**config.mk**
```make
export PLATFORM = sky130hd
export DESIGN_NAME = mchan_ctrl_top
export DESIGN_NICKNAME = d
export VERILOG_FILES = /design/src/mchan_pkg.sv /design/src/mchan_ctrl_top.sv /design/src/ctrl_fsm.sv /design/src/trans_id_alloc.sv /design/src/mchan_fifo.sv
export VERILOG_INCLUDE_DIRS = /design/src
export SDC_FILE = /design/constraint.sdc
export NUM_CORES = 1
export LEC_CHECK = 0
export ABC_AREA = 1
export BUFFER_PORTS_ARGS = -buffer_cell sky130_fd_sc_hd__buf_4
export CAP_MARGIN = 5
export CORE_UTILIZATION = 58
export CTS_CLUSTER_SIZE = 14
export DETAILED_ROUTE_END_ITERATION = 8
export PLACE_DENSITY = 0.85
export RECOVER_POWER = 50
export REMOVE_ABC_BUFFERS = 1
export SLEW_MARGIN = 20
export SYNTH_ARGS = -nofsm -noshare
export SYNTH_HDL_FRONTEND = slang
export SYNTH_HIERARCHICAL = 1
export SYNTH_SLANG_ARGS = --single-unit
```
**constraint.sdc**
```tcl
create_clock -name clk_i -period 3.97 [get_ports clk_i]
set_input_delay 0.9925 -clock clk_i [delete_from_list [all_inputs] [get_ports clk_i]]
set_output_delay 0.9925 -clock clk_i [all_outputs]
set_load 0.005 [all_outputs]
```
**src/mchan_cfg.svh**
```systemverilog
// ******************************
// DMA control front end configuration
// Transfer IDs, queue depth, field widths, register map
// ******************************

`ifndef MCHAN_CFG_SVH
`define MCHAN_CFG_SVH

// Transfer IDs and queue sizing
`define MCHAN_NB_TRANSFERS 4
`define MCHAN_QUEUE_DEPTH 2

// Command and address field widths
`define MCHAN_LEN_WIDTH 19
`define MCHAN_TCDM_ADD_WIDTH 12
`define MCHAN_EXT_ADD_WIDTH 29
`define MCHAN_PE_ID_WIDTH 1

// Register offsets on the control port, address bits 3:0
`define MCHAN_CMD_ADDR 4'h0
`define MCHAN_STATUS_ADDR 4'h4

// Allocated bits sit above the done bits in the status word
`define MCHAN_ALLOC_SHIFT 16

`endif
```
**src/mchan_pkg.sv**
```systemverilog
// ******************************
// DMA control front end types
// Control port structs and queue payloads
// ******************************

`include "mchan_cfg.svh"

package mchan_pkg;

   typedef logic [$clog2(`MCHAN_NB_TRANSFERS)-1:0] sid_t;
   typedef logic [`MCHAN_NB_TRANSFERS-1:0]         trans_mask_t;  // One bit per ID
   typedef logic [`MCHAN_TCDM_ADD_WIDTH-1:0]       tcdm_add_t;
   typedef logic [`MCHAN_EXT_ADD_WIDTH-1:0]        ext_add_t;
   typedef logic [`MCHAN_PE_ID_WIDTH-1:0]          pe_id_t;

   // ******************************
   // Control target port
   // ******************************
   typedef struct packed {
      logic        typ;   // 1 = read
      logic [3:0]  be;
      logic [31:0] add;
      logic [31:0] data;
      pe_id_t      id;    // Issuing PE
   } ctrl_req_t;

   typedef struct packed {
      logic        r_valid;
      logic [31:0] r_data;
      pe_id_t      r_id;
   } ctrl_rsp_t;

   // ******************************
   // Command queue entry
   // ******************************
   typedef struct packed {
      logic [`MCHAN_LEN_WIDTH-1:0] len;  // Bytes minus one
      logic                        opc;
      logic                        inc;
      logic                        ele;  // Event lines
      logic                        ile;  // Interrupt lines
      logic                        ble;  // Broadcast lines
      sid_t                        sid;
   } cmd_t;

endpackage

```
**src/mchan_ctrl_top.sv**
```systemverilog
// ******************************
// DMA control front end top
// FSM, ID allocator and the three transfer queues
// ******************************

`include "mchan_cfg.svh"

module mchan_ctrl_top
   import mchan_pkg::*;
(
   input  logic      clk_i,
   input  logic      rst_ni,
   input  logic      ctrl_req_valid_i,
   input  ctrl_req_t ctrl_req_i,
   output logic      ctrl_gnt_o,
   output ctrl_rsp_t ctrl_rsp_o,
   output cmd_t      cmd_o,
   output logic      cmd_valid_o,
   input  logic      cmd_pop_i,
   output tcdm_add_t tcdm_add_o,
   output logic      tcdm_valid_o,
   input  logic      tcdm_pop_i,
   output ext_add_t  ext_add_o,
   output logic      ext_valid_o,
   input  logic      ext_pop_i,
   input  logic      trans_done_i,
   input  sid_t      trans_done_sid_i,
   output logic      busy_o
);

   logic        alloc_req;
   logic        alloc_gnt;
   sid_t        alloc_sid;
   trans_mask_t clr;
   trans_mask_t alloc_status;
   trans_mask_t done_status;
   logic        cmd_push;
   logic        cmd_full;
   cmd_t        cmd_in;       // FSM side of the queues
   logic        tcdm_push;
   logic        tcdm_full;
   tcdm_add_t   tcdm_in;
   logic        ext_push;
   logic        ext_full;
   ext_add_t    ext_in;

   ctrl_fsm ctrl_fsm_inst (
      .clk_i            (clk_i),
      .rst_ni           (rst_ni),
      .ctrl_req_valid_i (ctrl_req_valid_i),
      .ctrl_req_i       (ctrl_req_i),
      .ctrl_gnt_o       (ctrl_gnt_o),
      .ctrl_rsp_o       (ctrl_rsp_o),
      .alloc_req_o      (alloc_req),
      .alloc_gnt_i      (alloc_gnt),
      .alloc_sid_i      (alloc_sid),
      .clr_o            (clr),
      .alloc_status_i   (alloc_status),
      .done_status_i    (done_status),
      .cmd_push_o       (cmd_push),
      .cmd_full_i       (cmd_full),
      .cmd_o            (cmd_in),
      .tcdm_push_o      (tcdm_push),
      .tcdm_full_i      (tcdm_full),
      .tcdm_add_o       (tcdm_in),
      .ext_push_o       (ext_push),
      .ext_full_i       (ext_full),
      .ext_add_o        (ext_in),
      .busy_o           (busy_o)
   );

   trans_id_alloc trans_id_alloc_inst (
      .clk_i          (clk_i),
      .rst_ni         (rst_ni),
      .alloc_req_i    (alloc_req),
      .alloc_gnt_o    (alloc_gnt),
      .alloc_sid_o    (alloc_sid),
      .clr_i          (clr),
      .done_i         (trans_done_i),
      .done_sid_i     (trans_done_sid_i),
      .alloc_status_o (alloc_status),
      .done_status_o  (done_status)
   );

   // ******************************
   // Transfer queues
   // ******************************
   mchan_fifo #(.T(cmd_t), .DEPTH(`MCHAN_QUEUE_DEPTH)) cmd_fifo_inst (
      .clk_i   (clk_i),
      .rst_ni  (rst_ni),
      .push_i  (cmd_push),
      .data_i  (cmd_in),
      .full_o  (cmd_full),
      .pop_i   (cmd_pop_i),
      .data_o  (cmd_o),
      .valid_o (cmd_valid_o)
   );

   mchan_fifo #(.T(tcdm_add_t), .DEPTH(`MCHAN_QUEUE_DEPTH)) tcdm_fifo_inst (
      .clk_i   (clk_i),
      .rst_ni  (rst_ni),
      .push_i  (tcdm_push),
      .data_i  (tcdm_in),
      .full_o  (tcdm_full),
      .pop_i   (tcdm_pop_i),
      .data_o  (tcdm_add_o),
      .valid_o (tcdm_valid_o)
   );

   mchan_fifo #(.T(ext_add_t), .DEPTH(`MCHAN_QUEUE_DEPTH)) ext_fifo_inst (
      .clk_i   (clk_i),
      .rst_ni  (rst_ni),
      .push_i  (ext_push),
      .data_i  (ext_in),
      .full_o  (ext_full),
      .pop_i   (ext_pop_i),
      .data_o  (ext_add_o),
      .valid_o (ext_valid_o)
   );

endmodule

```
**src/ctrl_fsm.sv**
```systemverilog
// ******************************
// Control port FSM
// Decodes SID, status and command accesses, feeds the queues
// ******************************

`include "mchan_cfg.svh"

module ctrl_fsm
   import mchan_pkg::*;
(
   input  logic        clk_i,
   input  logic        rst_ni,
   input  logic        ctrl_req_valid_i,
   input  ctrl_req_t   ctrl_req_i,
   output logic        ctrl_gnt_o,
   output ctrl_rsp_t   ctrl_rsp_o,
   output logic        alloc_req_o,
   input  logic        alloc_gnt_i,
   input  sid_t        alloc_sid_i,
   output trans_mask_t clr_o,
   input  trans_mask_t alloc_status_i,
   input  trans_mask_t done_status_i,
   output logic        cmd_push_o,
   input  logic        cmd_full_i,
   output cmd_t        cmd_o,
   output logic        tcdm_push_o,
   input  logic        tcdm_full_i,
   output tcdm_add_t   tcdm_add_o,
   output logic        ext_push_o,
   input  logic        ext_full_i,
   output ext_add_t    ext_add_o,
   output logic        busy_o
);

   localparam int unsigned NB = `MCHAN_NB_TRANSFERS;

   typedef enum logic [2:0] {
      IDLE, SID_RSP, STATUS_RSP, CLR_RSP, CMD, TCDM, EXT, EXT_RSP
   } state_t;

   state_t      state_q;
   state_t      state_d;
   logic        abort_q;      // Aborted request still on the port
   logic        abort_d;
   logic        wr_ok;
   logic        bad_acc;
   logic        rsp_valid_q;
   logic [31:0] rsp_data_d;
   logic [31:0] rsp_data_q;   // Latched response word
   pe_id_t      rsp_id_q;
   sid_t        sid_q;
   logic [31:0] status_word;

   assign wr_ok   = ctrl_req_valid_i && !ctrl_req_i.typ &&
                    (ctrl_req_i.add[3:0] == `MCHAN_CMD_ADDR);
   assign bad_acc = ctrl_req_valid_i && !wr_ok;  // Read or wrong address mid-sequence

   always_comb
   begin
      status_word                           = '0;
      status_word[NB-1:0]                   = done_status_i;
      status_word[`MCHAN_ALLOC_SHIFT +: NB] = alloc_status_i;
   end

   // ******************************
   // Next state and strobes
   // ******************************
   always_comb
   begin
      state_d     = state_q;
      abort_d     = abort_q && ctrl_req_valid_i;  // Released once withdrawn
      ctrl_gnt_o  = 1'b0;
      alloc_req_o = 1'b0;
      clr_o       = '0;
      cmd_push_o  = 1'b0;
      tcdm_push_o = 1'b0;
      ext_push_o  = 1'b0;
      rsp_data_d  = '0;
      case (state_q)
         IDLE:
         begin
            if (ctrl_req_valid_i && !abort_q)
            begin
               if (ctrl_req_i.add[3:0] == `MCHAN_STATUS_ADDR)
               begin
                  ctrl_gnt_o = 1'b1;  // Status always granted
                  if (ctrl_req_i.typ)
                  begin
                     rsp_data_d = status_word;
                     state_d    = STATUS_RSP;
                  end
                  else
                  begin
                     clr_o   = ctrl_req_i.data[NB-1:0];
                     state_d = CLR_RSP;
                  end
               end
               else if (ctrl_req_i.add[3:0] == `MCHAN_CMD_ADDR && ctrl_req_i.typ)
               begin
                  alloc_req_o = 1'b1;
                  if (alloc_gnt_i)  // Stalls while every ID is taken
                  begin
                     ctrl_gnt_o = 1'b1;
                     rsp_data_d = 32'(alloc_sid_i);
                     state_d    = SID_RSP;
                  end
               end
            end
         end
         STATUS_RSP, CLR_RSP, EXT_RSP:
         begin
            state_d = IDLE;
         end
         SID_RSP, CMD:
         begin
            state_d = CMD;
            if (bad_acc)
            begin
               abort_d = 1'b1;
               state_d = IDLE;
            end
            else if (wr_ok && !cmd_full_i)
            begin
               ctrl_gnt_o = 1'b1;
               cmd_push_o = 1'b1;
               state_d    = TCDM;
            end
         end
         TCDM:
         begin
            if (bad_acc)
            begin
               abort_d = 1'b1;
               state_d = IDLE;
            end
            else if (wr_ok && !tcdm_full_i)
            begin
               ctrl_gnt_o  = 1'b1;
               tcdm_push_o = 1'b1;
               state_d     = EXT;
            end
         end
         EXT:
         begin
            if (bad_acc)
            begin
               abort_d = 1'b1;
               state_d = IDLE;
            end
            else if (wr_ok && !ext_full_i)
            begin
               ctrl_gnt_o = 1'b1;
               ext_push_o = 1'b1;
               state_d    = EXT_RSP;
            end
         end
         default:
         begin
            state_d = IDLE;
         end
      endcase
   end

   // ******************************
   // Registers
   // ******************************
   always_ff @(posedge clk_i or negedge rst_ni)
   begin
      if (!rst_ni)
      begin
         state_q     <= IDLE;
         abort_q     <= 1'b0;
         rsp_valid_q <= 1'b0;
      end
      else
      begin
         state_q     <= state_d;
         abort_q     <= abort_d;
         rsp_valid_q <= ctrl_gnt_o;  // Response one cycle after grant
      end
   end

   always_ff @(posedge clk_i)
   begin
      if (ctrl_gnt_o)
      begin
         rsp_data_q <= rsp_data_d;
         rsp_id_q   <= ctrl_req_i.id;
      end
      if (alloc_req_o && alloc_gnt_i)
         sid_q <= alloc_sid_i;  // SID of the transfer being programmed
   end

   assign ctrl_rsp_o.r_valid = rsp_valid_q;
   assign ctrl_rsp_o.r_data  = rsp_data_q;
   assign ctrl_rsp_o.r_id    = rsp_id_q;

   // Queue payloads straight from the write data
   assign cmd_o.len  = ctrl_req_i.data[`MCHAN_LEN_WIDTH-1:0] - 1'b1;
   assign cmd_o.opc  = ctrl_req_i.data[`MCHAN_LEN_WIDTH];
   assign cmd_o.inc  = ctrl_req_i.data[`MCHAN_LEN_WIDTH + 1];
   assign cmd_o.ele  = ctrl_req_i.data[`MCHAN_LEN_WIDTH + 2];
   assign cmd_o.ile  = ctrl_req_i.data[`MCHAN_LEN_WIDTH + 3];
   assign cmd_o.ble  = ctrl_req_i.data[`MCHAN_LEN_WIDTH + 4];
   assign cmd_o.sid  = sid_q;
   assign tcdm_add_o = ctrl_req_i.data[`MCHAN_TCDM_ADD_WIDTH-1:0];
   assign ext_add_o  = ctrl_req_i.data[`MCHAN_EXT_ADD_WIDTH-1:0];

   assign busy_o = (state_q != IDLE) || ctrl_req_valid_i;

   // A queued command still owns its transfer ID
   assert property (@(posedge clk_i) disable iff (!rst_ni)
      cmd_push_o |-> alloc_status_i[sid_q]);

endmodule

```
**src/trans_id_alloc.sv**
```systemverilog
// ******************************
// Transfer ID allocator
// Hands out the lowest free ID, tracks allocated and done bits
// ******************************

module trans_id_alloc
   import mchan_pkg::*;
(
   input  logic        clk_i,
   input  logic        rst_ni,
   input  logic        alloc_req_i,
   output logic        alloc_gnt_o,
   output sid_t        alloc_sid_o,
   input  trans_mask_t clr_i,
   input  logic        done_i,
   input  sid_t        done_sid_i,
   output trans_mask_t alloc_status_o,
   output trans_mask_t done_status_o
);

   localparam int unsigned NB = $bits(trans_mask_t);

   trans_mask_t alloc_q;
   trans_mask_t done_q;
   trans_mask_t set_alloc;
   trans_mask_t set_done;

   // Lowest free ID wins, scanned from the top down
   always_comb
   begin
      alloc_gnt_o = 1'b0;
      alloc_sid_o = '0;
      for (int i = NB - 1; i >= 0; i--)
      begin
         if (!alloc_q[i])
         begin
            alloc_gnt_o = 1'b1;
            alloc_sid_o = sid_t'(i);
         end
      end
   end

   assign set_alloc = (alloc_req_i && alloc_gnt_o) ? trans_mask_t'(1) << alloc_sid_o : '0;
   assign set_done  = done_i ? trans_mask_t'(1) << done_sid_i : '0;

   always_ff @(posedge clk_i or negedge rst_ni)
   begin
      if (!rst_ni)
      begin
         alloc_q <= '0;
         done_q  <= '0;
      end
      else
      begin
         alloc_q <= (alloc_q & ~clr_i) | set_alloc;  // Clear frees the ID
         done_q  <= (done_q & ~clr_i) | set_done;
      end
   end

   assign alloc_status_o = alloc_q;
   assign done_status_o  = done_q;

   // Engine only completes transfers that were handed out
   assert property (@(posedge clk_i) disable iff (!rst_ni) done_i |-> alloc_q[done_sid_i]);

endmodule

```
**src/mchan_fifo.sv**
```systemverilog
// ******************************
// Synchronous FIFO with a generic payload
// Full and not-empty flags, push and pop in one cycle
// ******************************

module mchan_fifo
#(
   parameter type         T     = logic,
   parameter int unsigned DEPTH = 2
)
(
   input  logic clk_i,
   input  logic rst_ni,
   input  logic push_i,
   input  T     data_i,
   output logic full_o,
   input  logic pop_i,
   output T     data_o,
   output logic valid_o
);

   localparam int unsigned PTR_W = (DEPTH > 1) ? $clog2(DEPTH) : 1;
   localparam int unsigned CNT_W = $clog2(DEPTH + 1);

   T                 mem [DEPTH];
   logic [PTR_W-1:0] wr_ptr_q;
   logic [PTR_W-1:0] rd_ptr_q;
   logic [CNT_W-1:0] cnt_q;
   logic             do_push;
   logic             do_pop;

   assign do_push = push_i && !full_o;
   assign do_pop  = pop_i && valid_o;

   always_ff @(posedge clk_i or negedge rst_ni)
   begin
      if (!rst_ni)
      begin
         wr_ptr_q <= '0;
         rd_ptr_q <= '0;
         cnt_q    <= '0;
      end
      else
      begin
         if (do_push)
            wr_ptr_q <= (wr_ptr_q == PTR_W'(DEPTH - 1)) ? '0 : wr_ptr_q + 1'b1;
         if (do_pop)
            rd_ptr_q <= (rd_ptr_q == PTR_W'(DEPTH - 1)) ? '0 : rd_ptr_q + 1'b1;
         case ({do_push, do_pop})
            2'b10:   cnt_q <= cnt_q + 1'b1;
            2'b01:   cnt_q <= cnt_q - 1'b1;
            default: cnt_q <= cnt_q;  // Idle or push with pop
         endcase
      end
   end

   always_ff @(posedge clk_i)
   begin
      if (do_push)
         mem[wr_ptr_q] <= data_i;
   end

   assign data_o  = mem[rd_ptr_q];  // Head of queue
   assign valid_o = (cnt_q != '0);
   assign full_o  = (cnt_q == CNT_W'(DEPTH));

   // Producer must respect full, consumer must respect valid
   assert property (@(posedge clk_i) disable iff (!rst_ni) push_i |-> !full_o);
   assert property (@(posedge clk_i) disable iff (!rst_ni) pop_i |-> valid_o);

endmodule

```
==> results.md, run 1 <==
- The run finished with clean final reports.
- Summing the sequential cell areas from Yosys gives 63.6% of the chip area.
- Once the clock tree was built, the resizer swapped 0 gates to a different size.
- The mapped netlist covers 7830 sq um.
- Summed over its instances, the top area cell type makes up 55.6% of the synthesized netlist area.
- The total power density per cell area is 581 nW/um^2.
- Among all flip-flop cells after synthesis, the most frequent one is sky130_fd_sc_hd__edfxtp_1.
- The first detailed-routing pass ran for 5 iterations.
- The first global-routing pass estimated 23700 um of wire.
- The DRC violations left is 0.
- The post-synthesis simple-gate area fraction is 20.9%.
- The utilization of the core after routing is 67.7%.
- The fraction of layout cells with a size suffix above 1 is 20.4%.
- The number of port buffers is 125.
- Row generation in the floorplan step produced 42 rows.
- The initial standard-cell utilization of the core is 59.4%.
- In this run the worst hold path is classified as reg -> reg.
- The area of all placed cells without fillers is 8920 sq um.
- At the end of routability-driven placement, the weighted congestion stood at 0.853.
- In this run, the clock network consumes 30.8% of the power.
- Summing over every cut layer, the via total after detailed routing is 5069.
- The depth of the worst register-to-register path is 8.
- The TritonCTS clock tree is built.
- The final layout contains routed wiring with a total length of 14700 um.
- The fraction of power spent switching nets is 30.2%.
- The synthesized design contains 170 register bits.
- The worst-case setup slack after placement is 0.850 ns.
- Of the total power, combinational logic draws 27.6%.
- The most frequent cell after synthesis is sky130_fd_sc_hd__nand2_1.
- The number of antenna violations at the first check in global routing was 0.
- Post-CTS timing repair inserted 0 buffers for setup.
- The classification of the worst setup path is in -> out.
- Static timing analysis puts the maximum clock frequency at 0.294 GHz.
- The total global routing track utilization is 22.4%.
- The top fanout value on the critical path is 11.
- The number of inserted diodes is 0.
- The worst path uses 85.6% of the clock period.
- The final setup violation count is 0.
- In this run the power spent charging and discharging nets is 1570 uW.
- The most critical setup path has its endpoint at ctrl_gnt_o.
- The count of H-tree levels built during CTS is 4.
- Dividing the detail-routed wire length by the instance count gives 14.4 um.
- The total number of yosys warnings is 6.
- Across the routed clock network, the largest skew measured is 0.0100 ns.
- Summing all placed instances gives a cell area of 8510 sq um.
- 185 I/O pins were placed.
- The number of global-route vias before repair is 4898.
- Setup repair after global routing left no endpoint under its margin.
- The number of fillers in the final layout is 987.
- The slew at the pin with the worst max-slew slack is 1.44 ns.
- For the worst setup path, the data arrival time is 2.41 ns.
- The maximum clock insertion buffer count is 2.
- The critical path starts at ctrl_req_i[34].
- The die is 118 um tall.
- The capture point of the worst reg-to-reg path is cmd_fifo_inst/mem[0][11].
- Synthesis produced 742 cells.
- Across the run, the number of max-cap violations was 0.
- The overall die area is 14000 sq um.
- The total number of clock tree sinks is 170.
- The worst pin sits at a relative slew slack of 4.02%.
- The width of the die is 118 um.
- In the final layout, the multi-input gates occupy 1970 sq um.
- Summing the areas of all compound-gate instances in the mapped netlist gives 1.45% of the synthesized area.
- The count of routing violations after the opening detailed-route iteration is 354.
- The sequential cells in the finished layout cover a total of 4980 sq um.
- The average cell area after synthesis is 10.6 sq um.
- After detailed routing, the number of vias per cell comes to 4.96.
- The HPWL after detailed placement is 10000 um.
- After Yosys synthesis, XOR and XNOR cells account for 1.79% of the synthesized area.
- The count of different cell masters after synthesis is 35.
- The kind of start point of the critical path is an input port.
- The data required time of the critical path is 2.98 ns.
- Yosys attributes the largest share of cell area to sky130_fd_sc_hd__edfxtp_1 56%, sky130_fd_sc_hd__nand2_1 13%, sky130_fd_sc_hd__dfrtp_1 8.0%.
- The count of hold-fix buffers inserted at cts is 0.
- In this run the clock root is driven by a sky130_fd_sc_hd__clkbuf_16.
- The adder and majority cell fraction of the synthesized area is 0.639%.
- The number of max-slew violations in the final report is 0.
- The remaining global-route overflow is 0.
- The largest vdd supply drop is 0.319 mV.
- Per report_power, the sequential group accounts for 41.5% of the total.
- After routing, the total negative slack on setup checks comes to 0 ns.
- From synthesis to final layout, the design area changed by 13.9%.
- Clock-pin slew was measured on the worst setup and hold paths at 0.06 ns.
- By area, the combinational part of the netlist is dominated by simple AND/OR/NAND/NOR gates.
- The total count of hold-check failures in the final report is 0.
- Subtracting the final worst setup slack from the clock period gives 3.40 ns.
- The critical path capture point type is an output port.
- After synthesis, the most frequently instantiated cells are 269 x sky130_fd_sc_hd__nand2_1, 145 x sky130_fd_sc_hd__edfxtp_1, 75 x sky130_fd_sc_hd__buf_4.
- The detail route stage leaves a number of antenna-violating nets equal to 0.
- The most area-hungry cell type in the Yosys netlist is sky130_fd_sc_hd__edfxtp_1.
- The synthesized design contains 145 enable-type register cells.
- The clock latency reported for the late side of the worst-skew pair is 0.42 ns.
- The pin count of the biggest net entering global routing is 31.
- Multiplexer cells account for 0% of the synthesized area.
- The share of async-settable or async-resettable flops after synthesis is 14.7%.
- Across all register-to-register paths, the minimum setup slack is 1.83 ns.
- For this run, the post-layout net count is 915.
- TritonCTS created 17 clock buffers.
- The core region is 13200 sq um.
- The worst path meets setup with 0.571 ns of slack.
- In this run the static leakage power is 0.00394 uW.
- The launching point of the worst reg2reg path is cmd_fifo_inst/cnt_q[1].
- The internal portion of the total power is 3620 uW.
-- stage by stage --
stage / std cells / power, uW / hold WS, ns
6_report: 1021 / 5180 / 0.469
4_1_cts: 1021 / 5240 / 0.473
5_1_grt: 1021 / 5460 / 0.495
3_3_place_gp: 989 / 3600 / 0.442
2_1_floorplan: 680 / 2900 / 0.421
3_5_place_dp: 989 / 3640 / 0.462
-- worst max-delay path: stages --
cell and delay, ns:
sky130_fd_sc_hd__clkbuf_4 0.11, sky130_fd_sc_hd__nor2_1 0.44, sky130_fd_sc_hd__nand3_2 0.19, sky130_fd_sc_hd__o21ai_2 0.18, sky130_fd_sc_hd__nand3_1 0.08, sky130_fd_sc_hd__nand4_1 0.08
sky130_fd_sc_hd__buf_4 0.20, sky130_fd_sc_hd__buf_4 0.13
-- cell families after synthesis --
kind of cell,Yosys count
simple gates,373
buf+inv,158
compound gates,20
flops,170
fa+ha+maj,4
other cells,1
xor+xnor,16
-- power by group through the flow --
stage	combinational (uW)	clock, uW	sequential, uW
floorplan	695	0	2200
global placement	1410	0	2190
detailed placement	1450	0	2190
CTS	1460	1620	2160
global route	1590	1690	2170
finish	1430	1600	2150
-- placed cells by master, fill, tap and decap left out, types with 4 or more instances in the layout --
cell	n
sky130_fd_sc_hd__nand2_1	271
sky130_fd_sc_hd__edfxtp_1	145
sky130_fd_sc_hd__buf_4	88
sky130_fd_sc_hd__inv_1	57
sky130_fd_sc_hd__nor2_1	31
sky130_fd_sc_hd__clkbuf_1	29
sky130_fd_sc_hd__nand3_1	29
sky130_fd_sc_hd__dfrtp_1	25
sky130_fd_sc_hd__conb_1	24
sky130_fd_sc_hd__clkbuf_16	17
sky130_fd_sc_hd__clkbuf_4	17
sky130_fd_sc_hd__inv_2	14
sky130_fd_sc_hd__o21ai_0	14
sky130_fd_sc_hd__nand4_1	9
sky130_fd_sc_hd__nand2_2	8
sky130_fd_sc_hd__nor2_2	8
sky130_fd_sc_hd__xnor2_1	8
sky130_fd_sc_hd__xor2_1	8
sky130_fd_sc_hd__nor3_1	6
sky130_fd_sc_hd__clkinvlp_4	4
sky130_fd_sc_hd__clkinv_1	4
sky130_fd_sc_hd__ha_1	4
-- how the worst min path moves through the flow --
stage,start,endpoint,cells past startpoint
final,ctrl_fsm_inst/sid_q[0],cmd_fifo_inst/mem[0][0],0
after global routing,ctrl_fsm_inst/sid_q[0],cmd_fifo_inst/mem[0][0],0
after CTS,ctrl_fsm_inst/sid_q[0],cmd_fifo_inst/mem[0][0],0
after detailed placement,ctrl_fsm_inst/sid_q[0],cmd_fifo_inst/mem[0][0],0
after global placement,ctrl_fsm_inst/sid_q[0],cmd_fifo_inst/mem[0][0],0
after floorplan,ctrl_fsm_inst/sid_q[0],cmd_fifo_inst/mem[0][0],0
-- layer usage --
layer | wire length, um | vias up | GRT usage, %
li1 | - | 2489 | -
met1 | 5830 | 2339 | 26.9
met2 | 7300 | 205 | 37.0
met3 | 1130 | 36 | 6.42
met4 | 428 | 0 | 11.1
met5 | 0 | - | 0
-- final cells by class --
cell class                      count  share of cell area [%]
Sequential cell                   170                    55.8
Multi-Input combinational cell    437                    22.1
Timing Repair Buffer              133                    10.0
Clock buffer                       18                    4.81
Inverter                           73                    3.10
Tap cell                          176                    2.47
Clock inverter                     14                    1.74
-- flip-flops by register name, indices dropped and copies added (netlist names), 2 cells and up --
name                                cells
ext_fifo_inst/mem                      58
cmd_fifo_inst/cnt_q                     2
ctrl_fsm_inst/rsp_data_q                8
trans_id_alloc_inst/alloc_status_o      4
trans_id_alloc_inst/done_status_o       4
tcdm_fifo_inst/mem                     24
tcdm_fifo_inst/cnt_q                    2
ctrl_fsm_inst/state_q                   3
cmd_fifo_inst/mem                      52
ext_fifo_inst/cnt_q                     2
ctrl_fsm_inst/sid_q                     2
Power figures use the tool's default switching activity.
==> inputs of run 2 (changes only) <==
--- a/config.mk
+++ b/config.mk
@@ -13,7 +13,6 @@
 export CTS_CLUSTER_SIZE = 14
 export DETAILED_ROUTE_END_ITERATION = 8
 export PLACE_DENSITY = 0.85
-export RECOVER_POWER = 50
 export REMOVE_ABC_BUFFERS = 1
 export SLEW_MARGIN = 20
 export SYNTH_ARGS = -nofsm -noshare
==> run 2 against run 1 <==
Net effect:
- first-iteration DRC count is 3.4% lower
- via count is 0.45% higher
- largest cell class unchanged
- non-clock buffer count stayed put
- design area is 1.9% higher
- largest power group unchanged
- combinational power hardly changed
- critical path depth stayed put
- worst setup slack better by 0.26 ns
- global-route usage stayed put
==> results.md, run 2 (synthesis results as in run 1) <==
- The type of the most critical hold path is in -> async (was reg -> reg).
- The pin count of the biggest net entering global routing is 31 (unchanged).
- The biggest cell delay along the critical path is 0.22 ns (was 0.44 ns).
- The slew at the pin with the worst max-slew slack is 0.609 ns (was 1.44 ns).
- The clock period minus worst slack is 3.14 ns (was 3.40 ns).
- The kind of start point of the critical path is an input port (unchanged).
- The leakage component of the power is 0.00407 uW (was 0.00394 uW).
- The largest register by flop count was ext_fifo_inst/mem (unchanged).
- The worst slew margin relative to its limit was 59.4% (was 4.02%).
- The utilization of the core after routing came to 69.0% (was 67.7%).
- The launching point of the worst reg2reg path was cmd_fifo_inst/cnt_q[1] (unchanged).
- The global-route wire length before repair is 23700 um (unchanged).
- The final-layout worst hold slack is 0.478 ns (was 0.469 ns).
- The post-placement cell area came to 8510 sq um (unchanged).
- The post-detailed-route count of antenna-violating nets was 0 (unchanged).
- The post-CTS setup buffer count is 0 (unchanged).
- The number of antenna violations at the first check in global routing was 0 (unchanged).
- The flop-to-flop setup slack was 1.77 ns (was 1.83 ns).
- The cell occurring most often along the worst timing path is sky130_fd_sc_hd__buf_4 (unchanged).
- The clock root buffer is sky130_fd_sc_hd__clkbuf_16 (unchanged).
- The number of CTS-inserted buffers is 17 (unchanged).
- Most frequent cells in the layout: 269 x sky130_fd_sc_hd__nand2_1, 145 x sky130_fd_sc_hd__edfxtp_1, 133 x sky130_fd_sc_hd__buf_4 (was 271 x sky130_fd_sc_hd__nand2_1, 145 x sky130_fd_sc_hd__edfxtp_1, 88 x sky130_fd_sc_hd__buf_4).
- The family with the most delay on the worst path is simple AND/OR/NAND/NOR gates (unchanged).
- The critical path capture point type is an output port (unchanged).
- The sequential cell area is 4980 sq um (unchanged).
- The clock-pin slew on the worst setup and hold paths came to 0.06 ns (about the same).
- The multi-input logic area is 2040 sq um (was 1970 sq um).
- The maximum clock rate came to 0.318 GHz (was 0.294 GHz).
- The TritonCTS clock tree is built (unchanged).
- The internal power is 3630 uW (was 3620 uW).
- The layout overhead on the synthesized area is 16.1% (was 13.9%).
- The final worst-path cycle share is 79.1% (was 85.6%).
- The flip-flop count of the largest register, all copies and words added is 58 (unchanged).
- The depth of the worst register-to-register path is 8 (unchanged).
- The capture point of the worst reg-to-reg path was cmd_fifo_inst/mem[0][7] (was cmd_fifo_inst/mem[0][11]).
- The total count of hold-check failures in the final report came to 0 (unchanged).
- The area of all placed cells without fillers is 9100 sq um (was 8920 sq um).
- The post-layout net count is 915 (unchanged).
- The clock share of power is 30.7% (was 30.8%).
- The routed via count is 5092 (was 5069).
- The fraction of layout cells with a size suffix above 1 is 25.4% (was 20.4%).
- The cell with the largest stage delay on the worst path was sky130_fd_sc_hd__nor2_2 (was sky130_fd_sc_hd__nor2_1).
- The worst endpoint data arrival time is 2.15 ns (was 2.41 ns).
- The top fanout value on the critical path is 11 (unchanged).
- The total global routing track utilization is 22.4% (unchanged).
- The count of H-tree levels built during CTS is 4 (unchanged).
- The worst path buffer plus inverter count is 3 (unchanged).
- The overall die area came to 14000 sq um (unchanged).
- The vertical die dimension was 118 um (unchanged).
- The largest vdd supply drop is 0.324 mV (was 0.319 mV).
- The overall power after layout is 5200 uW (was 5180 uW).
- The count of hold-fix buffers inserted at cts is 0 (unchanged).
- The total I/O pin count is 185 (unchanged).
- The first-pass iteration count of the detailed router is 5 (unchanged).
- Series of cell instances along the critical path: buf_4 > nor2_2 > nand3_2 > o21ai_2 > nand3_1 > nand4_1 > buf_4 > buf_4 (was clkbuf_4 > nor2_1 > nand3_2 > o21ai_2 > nand3_1 > nand4_1 > buf_4 > buf_4).
- The count of standard-cell rows is 42 (unchanged).
- The number of port buffers is 125 (unchanged).
- The classification of the worst setup path is in -> out (unchanged).
- The count of routing violations after the opening detailed-route iteration came to 342 (was 354).
- The placeable core region is 13200 sq um (unchanged).
- The DRC violations left is 0 (unchanged).
- The part of the total power dissipated in combinational logic is 27.9% (was 27.6%).
- The remaining global-route overflow is 0 (unchanged).
- The data required time of the critical path is 2.98 ns (about the same).
- The total number of clock tree sinks is 170 (unchanged).
- The number of global-route vias before repair is 4898 (unchanged).
- Leading registers by flop count: ext_fifo_inst/mem x58, cmd_fifo_inst/mem x52, tcdm_fifo_inst/mem x24 (unchanged).
- The number of maximum-capacitance violations is 0 (unchanged).
- The maximum clock insertion buffer count is 2 (unchanged).
- The post-cts repair resize count is 0 (unchanged).
- The initial standard-cell utilization of the core is 59.4% (unchanged).
- The total stage count of the critical path is 8 (unchanged).
- The average detailed-routed wire length per instance is 14.3 um (was 14.4 um).
- The number of fillers in the final layout is 941 (was 987).
- The total power density per cell area is 572 nW/um^2 (was 581 nW/um^2).
- The sequential fraction of design power came to 41.5% (about the same).
- The average vias per placed instance is 4.99 (was 4.96).
- The number of inserted diodes came to 0 (unchanged).
- RSZ-0062 raised after global routing: false (unchanged).
- The total negative slack came to 0 ns (unchanged).
- Result of the run: finished clean (unchanged).
- The final setup violation count is 0 (unchanged).
- The most common library cell in the layout ignoring fill and taps is sky130_fd_sc_hd__nand2_1 (unchanged).
- The setup clock skew after layout was 0.00649 ns (was 0.0100 ns).
- The width of the die is 118 um (unchanged).
- The switching component of the power is 1580 uW (was 1570 uW).
- The wire length after detailed routing was 14600 um (was 14700 um).
- The detailed placement HPWL is 10000 um (unchanged).
- The fraction of power spent switching nets is 30.3% (was 30.2%).
- The final weighted congestion in routability-driven placement came to 0.853 (unchanged).
- The number of max-slew violations in the final report is 0 (unchanged).
- The clock latency reported for the late side of the worst-skew pair is 0.42 ns (about the same).
run 2: cell types whose count changed in the layout (fill, tap and decap cells not counted), moves of 6 or more:
cell / delta
sky130_fd_sc_hd__clkbuf_1: -28
sky130_fd_sc_hd__clkbuf_4: -17
sky130_fd_sc_hd__buf_4: +45
sky130_fd_sc_hd__nor2_1: -6
run 2: metrics by stage:
| step | instances | worst slack (ns) |
|---|---|---|
| after floorplan | 680 | 0.707 |
| after global placement | 989 | 0.846 |
| after detailed placement | 989 | 0.850 |
| after CTS | 1021 | 0.838 |
| after global routing | 1021 | 0.731 |
| final | 1021 | 0.829 |
run 2: layout make-up:
| class | instances | area share, % |
|---|---|---|
| multi-input cells | 437 | 22.4 |
| flip-flops and latches | 170 | 54.7 |
| inverters | 73 | 3.04 |
| repair buffers | 133 | 11.0 |
| clock inverters | 14 | 1.71 |
| clock buffers | 18 | 4.72 |
| well taps | 176 | 2.42 |
run 2: how the worst max path moves through the flow:
| stage | start | end | slack (ns) |
|---|---|---|---|
| after detailed placement | ctrl_req_i[36] | ctrl_gnt_o | 0.85 |
| after CTS | ctrl_req_i[36] | ctrl_gnt_o | 0.84 |
| final | ctrl_req_i[36] | ctrl_gnt_o | 0.83 |
| after global routing | ctrl_req_i[36] | ctrl_gnt_o | 0.73 |
| after global placement | ctrl_req_i[36] | ctrl_gnt_o | 0.85 |
| after floorplan | ctrl_req_i[36] | ext_fifo_inst/mem[1][0] | 0.71 |
run 2: metal layers:
layer | up-vias | part of all wire (%) | GRT usage (%)
met4 | 0 | 3.4 | 11.1
met5 | - | 0 | 0
met2 | 202 | 50 | 37.0
met3 | 40 | 6.9 | 6.42
li1 | 2492 | - | -
met1 | 2358 | 40 | 26.9
run 2: power by group through the flow:
stage | registers [uW] | logic, uW | clock network [uW]
2_1_floorplan | 2200 | 695 | 0
3_3_place_gp | 2190 | 1410 | 0
3_5_place_dp | 2190 | 1450 | 0
4_1_cts | 2160 | 1460 | 1620
5_1_grt | 2170 | 1610 | 1690
6_report | 2160 | 1450 | 1600
==> inputs of run 3 (changes only) <==
--- a/config.mk
+++ b/config.mk
@@ -9,10 +9,10 @@
 export ABC_AREA = 1
 export BUFFER_PORTS_ARGS = -buffer_cell sky130_fd_sc_hd__buf_4
 export CAP_MARGIN = 5
-export CORE_UTILIZATION = 58
+export CORE_UTILIZATION = 54
 export CTS_CLUSTER_SIZE = 14
 export DETAILED_ROUTE_END_ITERATION = 8
-export PLACE_DENSITY = 0.85
+export PLACE_DENSITY = 0.8
 export REMOVE_ABC_BUFFERS = 1
 export SLEW_MARGIN = 20
 export SYNTH_ARGS = -nofsm -noshare
==> constraint.sdc (replaced) <==
create_clock -name clk_i -period 3.15 [get_ports clk_i]
set_input_delay 0.7875 -clock clk_i [delete_from_list [all_inputs] [get_ports clk_i]]
set_output_delay 0.7875 -clock clk_i [all_outputs]
set_load 0.005 [all_outputs]
==> run 3 against run 2 <==
Net effect:
- worst setup slack got worse by 0.37 ns
- routed wire length is 5.9% higher
- die area up 7.3%
- combinational power increased by 28%
- final cell count grew 0.39%
- global-route usage shrank 0.54 points
- register-to-register slack lost 0.65 ns
- critical path depth unchanged
- worst hold slack worse by 0.20 ns
- clock power rose by 37%
- largest cell class unchanged
- largest power group unchanged
- highest routed layer unchanged
==> results.md, run 3 (synthesis results as in run 1) <==
- The worst path buffer plus inverter count is 3 (unchanged).
- The critical path capture point type was an output port (unchanged).
- The total power density per cell area was 739 nW/um^2 (was 572 nW/um^2).
- The wire length after detailed routing is 15500 um (was 14600 um).
- The global-route wire length before repair is 24100 um (was 23700 um).
- The remaining global-route overflow was 0 (unchanged).
- The kind of start point of the critical path was a register (was input port).
- The clock root buffer is sky130_fd_sc_hd__clkbuf_16 (unchanged).
- Series of cell instances along the critical path: nand2_2 > nor2_1 > inv_1 > inv_1 > o21ai_2 > nand3_1 > nand4_1 > buf_4 (was buf_4 > nor2_2 > nand3_2 > o21ai_2 > nand3_1 > nand4_1 > buf_4 > buf_4).
- Result of the run: finished clean (unchanged).
- The number of port buffers is 125 (unchanged).
- The worst endpoint data arrival time is 1.91 ns (was 2.15 ns).
- The vertical die dimension is 122 um (was 118 um).
- The clock latency reported for the late side of the worst-skew pair was 0.42 ns (about the same).
- The biggest cell delay along the critical path was 0.47 ns (was 0.22 ns).
- The width of the die is 122 um (was 118 um).
- The slew at the pin with the worst max-slew slack came to 0.573 ns (was 0.609 ns).
- The count of standard-cell rows came to 43 (was 42).
- The post-route worst setup slack is 0.456 ns (was 0.829 ns).
- The initial standard-cell utilization of the core was 55.8% (was 59.4%).
- The flop-to-flop setup slack is 1.12 ns (was 1.77 ns).
- The total number of clock tree sinks is 170 (unchanged).
- The overall power after layout is 6760 uW (was 5200 uW).
- The launching point of the worst reg2reg path is ctrl_fsm_inst/state_q[0] (was cmd_fifo_inst/cnt_q[1]).
- The clock period minus worst slack is 2.69 ns.
- The average detailed-routed wire length per instance is 15.1 um (was 14.3 um).
- The total global routing track utilization is 21.9% (was 22.4%).
- The routed via count was 5162 (was 5092).
- The total I/O pin count is 185 (unchanged).
- The timing startpoint of the critical path was trans_id_alloc_inst/alloc_status_o[0] (was ctrl_req_i[36]).
- The clock-pin slew on the worst setup and hold paths is 0.06 ns (about the same).
- The number of fillers in the final layout was 1065 (was 941).
- The first-pass iteration count of the detailed router is 7 (was 5).
- The family with the most delay on the worst path is simple AND/OR/NAND/NOR gates (unchanged).
- The number of maximum-capacitance violations is 0 (unchanged).
- The area of all placed cells without fillers is 9140 sq um (was 9100 sq um).
- The number of standard cells in the layout, taps in and fillers out came to 1025 (was 1021).
- The leakage component of the power is 0.00409 uW (was 0.00407 uW).
- The largest vdd supply drop was 0.477 mV (was 0.324 mV).
- The overall die area is 15000 sq um (was 14000 sq um).
- The flip-flop count of the largest register, all copies and words added is 58 (unchanged).
- The count of hold-fix buffers inserted at cts is 0 (unchanged).
- The depth of the worst register-to-register path is 8 (unchanged).
- The fraction of layout cells with a size suffix above 1 is 25.7% (was 25.4%).
- The final weighted congestion in routability-driven placement came to 0.867 (was 0.853).
- The maximum clock insertion buffer count is 2 (unchanged).
- The cell with the largest stage delay on the worst path is sky130_fd_sc_hd__dfrtp_1 (was sky130_fd_sc_hd__nor2_2).
- The number of CTS-inserted buffers was 17 (unchanged).
- The final setup violation count came to 0 (unchanged).
- The classification of the worst setup path is reg -> out (was in -> out).
- The post-cts repair resize count is 0 (unchanged).
- RSZ-0062 raised after global routing: false (unchanged).
- The type of the most critical hold path is in -> async (unchanged).
- The data required time of the critical path is 2.36 ns (was 2.98 ns).
- The pin count of the biggest net entering global routing is 31 (unchanged).
- The placeable core region is 14000 sq um (was 13200 sq um).
- The worst-case setup slack after placement is 0.546 ns (was 0.850 ns).
- The layout overhead on the synthesized area is 16.7% (was 16.1%).
- The total count of hold-check failures in the final report came to 0 (unchanged).
- The count of H-tree levels built during CTS came to 4 (unchanged).
- The number of antenna violations at the first check in global routing is 0 (unchanged).
- The average vias per placed instance is 5.04 (was 4.99).
- The post-layout net count is 915 (unchanged).
- The TritonCTS clock tree is built (unchanged).
- The post-detailed-route count of antenna-violating nets is 0 (unchanged).
- Most frequent cells in the layout: 269 x sky130_fd_sc_hd__nand2_1, 145 x sky130_fd_sc_hd__edfxtp_1, 133 x sky130_fd_sc_hd__buf_4 (unchanged).
- The post-placement cell area was 8520 sq um (was 8510 sq um).
- The worst slew margin relative to its limit came to 61.7% (was 59.4%).
- The top fanout value on the critical path is 7 (was 11).
- The count of routing violations after the opening detailed-route iteration is 378 (was 342).
- The setup clock skew after layout is 0.0112 ns (was 0.00649 ns).
- The total negative slack is 0 ns (unchanged).
- The DRC violations left was 0 (unchanged).
- The cell occurring most often along the worst timing path is sky130_fd_sc_hd__inv_1 (was sky130_fd_sc_hd__buf_4).
- The largest register by flop count is ext_fifo_inst/mem (unchanged).
- The post-CTS setup buffer count is 0 (unchanged).
- The capture point of the worst reg-to-reg path is ext_fifo_inst/mem[1][22] (was cmd_fifo_inst/mem[0][7]).
- In the finished design, the share of the clock period the worst path needs comes to 85.5%.
- The detailed placement HPWL was 10300 um (was 10000 um).
- The number of cells in the design after placement is 993 (was 989).
- The number of inserted diodes is 0 (unchanged).
- The number of global-route vias before repair came to 4903 (was 4898).
- The maximum clock rate is 0.371 GHz.
- Leading registers by flop count: ext_fifo_inst/mem x58, cmd_fifo_inst/mem x52, tcdm_fifo_inst/mem x24 (unchanged).
- The most common library cell in the layout ignoring fill and taps is sky130_fd_sc_hd__nand2_1 (unchanged).
- The number of max-slew violations in the final report is 0 (unchanged).
[run 3: how the worst max path moves through the flow]
stage                              end  slack, ns  depth (start not counted)
6_report                    ctrl_gnt_o       0.46                          8
5_1_grt                     ctrl_gnt_o       0.37                          8
4_1_cts                     ctrl_gnt_o       0.48                          8
3_5_place_dp                ctrl_gnt_o       0.55                          7
3_3_place_gp                ctrl_gnt_o       0.56                          7
2_1_floorplan  ext_fifo_inst/mem[1][0]       0.09                          7
[run 3: stage by stage]
stage | util [%] | hold slack [ns]
final | 65.1 | 0.275
after global routing | 65.1 | 0.273
after CTS | 65.1 | 0.271
after detailed placement | 60.7 | 0.437
after global placement | 60.7 | 0.427
after floorplan | - | 0.421
[run 3: where the power goes]
part	internal [uW]	total (uW)	leakage [uW]	switching [uW]
Clock	1330	2190	0.000295	859
Combinational	782	1850	0.00220	1070
Sequential	2560	2710	0.00160	154
Total	4670	6760	0.00409	2080
[run 3: cell type report]
cell class | count | area (sq um) | area share (%)
repair buffers | 133 | 998 | 10.9
clock inverters | 14 | 195 | 2.14
flip-flops and latches | 170 | 4980 | 54.5
inverters | 73 | 277 | 3.02
clock buffers | 18 | 429 | 4.69
multi-input cells | 437 | 2040 | 22.3
well taps | 180 | 225 | 2.46
[run 3: per-layer routing]
layer / wire length, um / GRT usage, %
met5: 0 / 0
met3: 1120 / 5.62
met4: 208 / 8.23
met1: 6240 / 25.3
met2: 7910 / 38.8
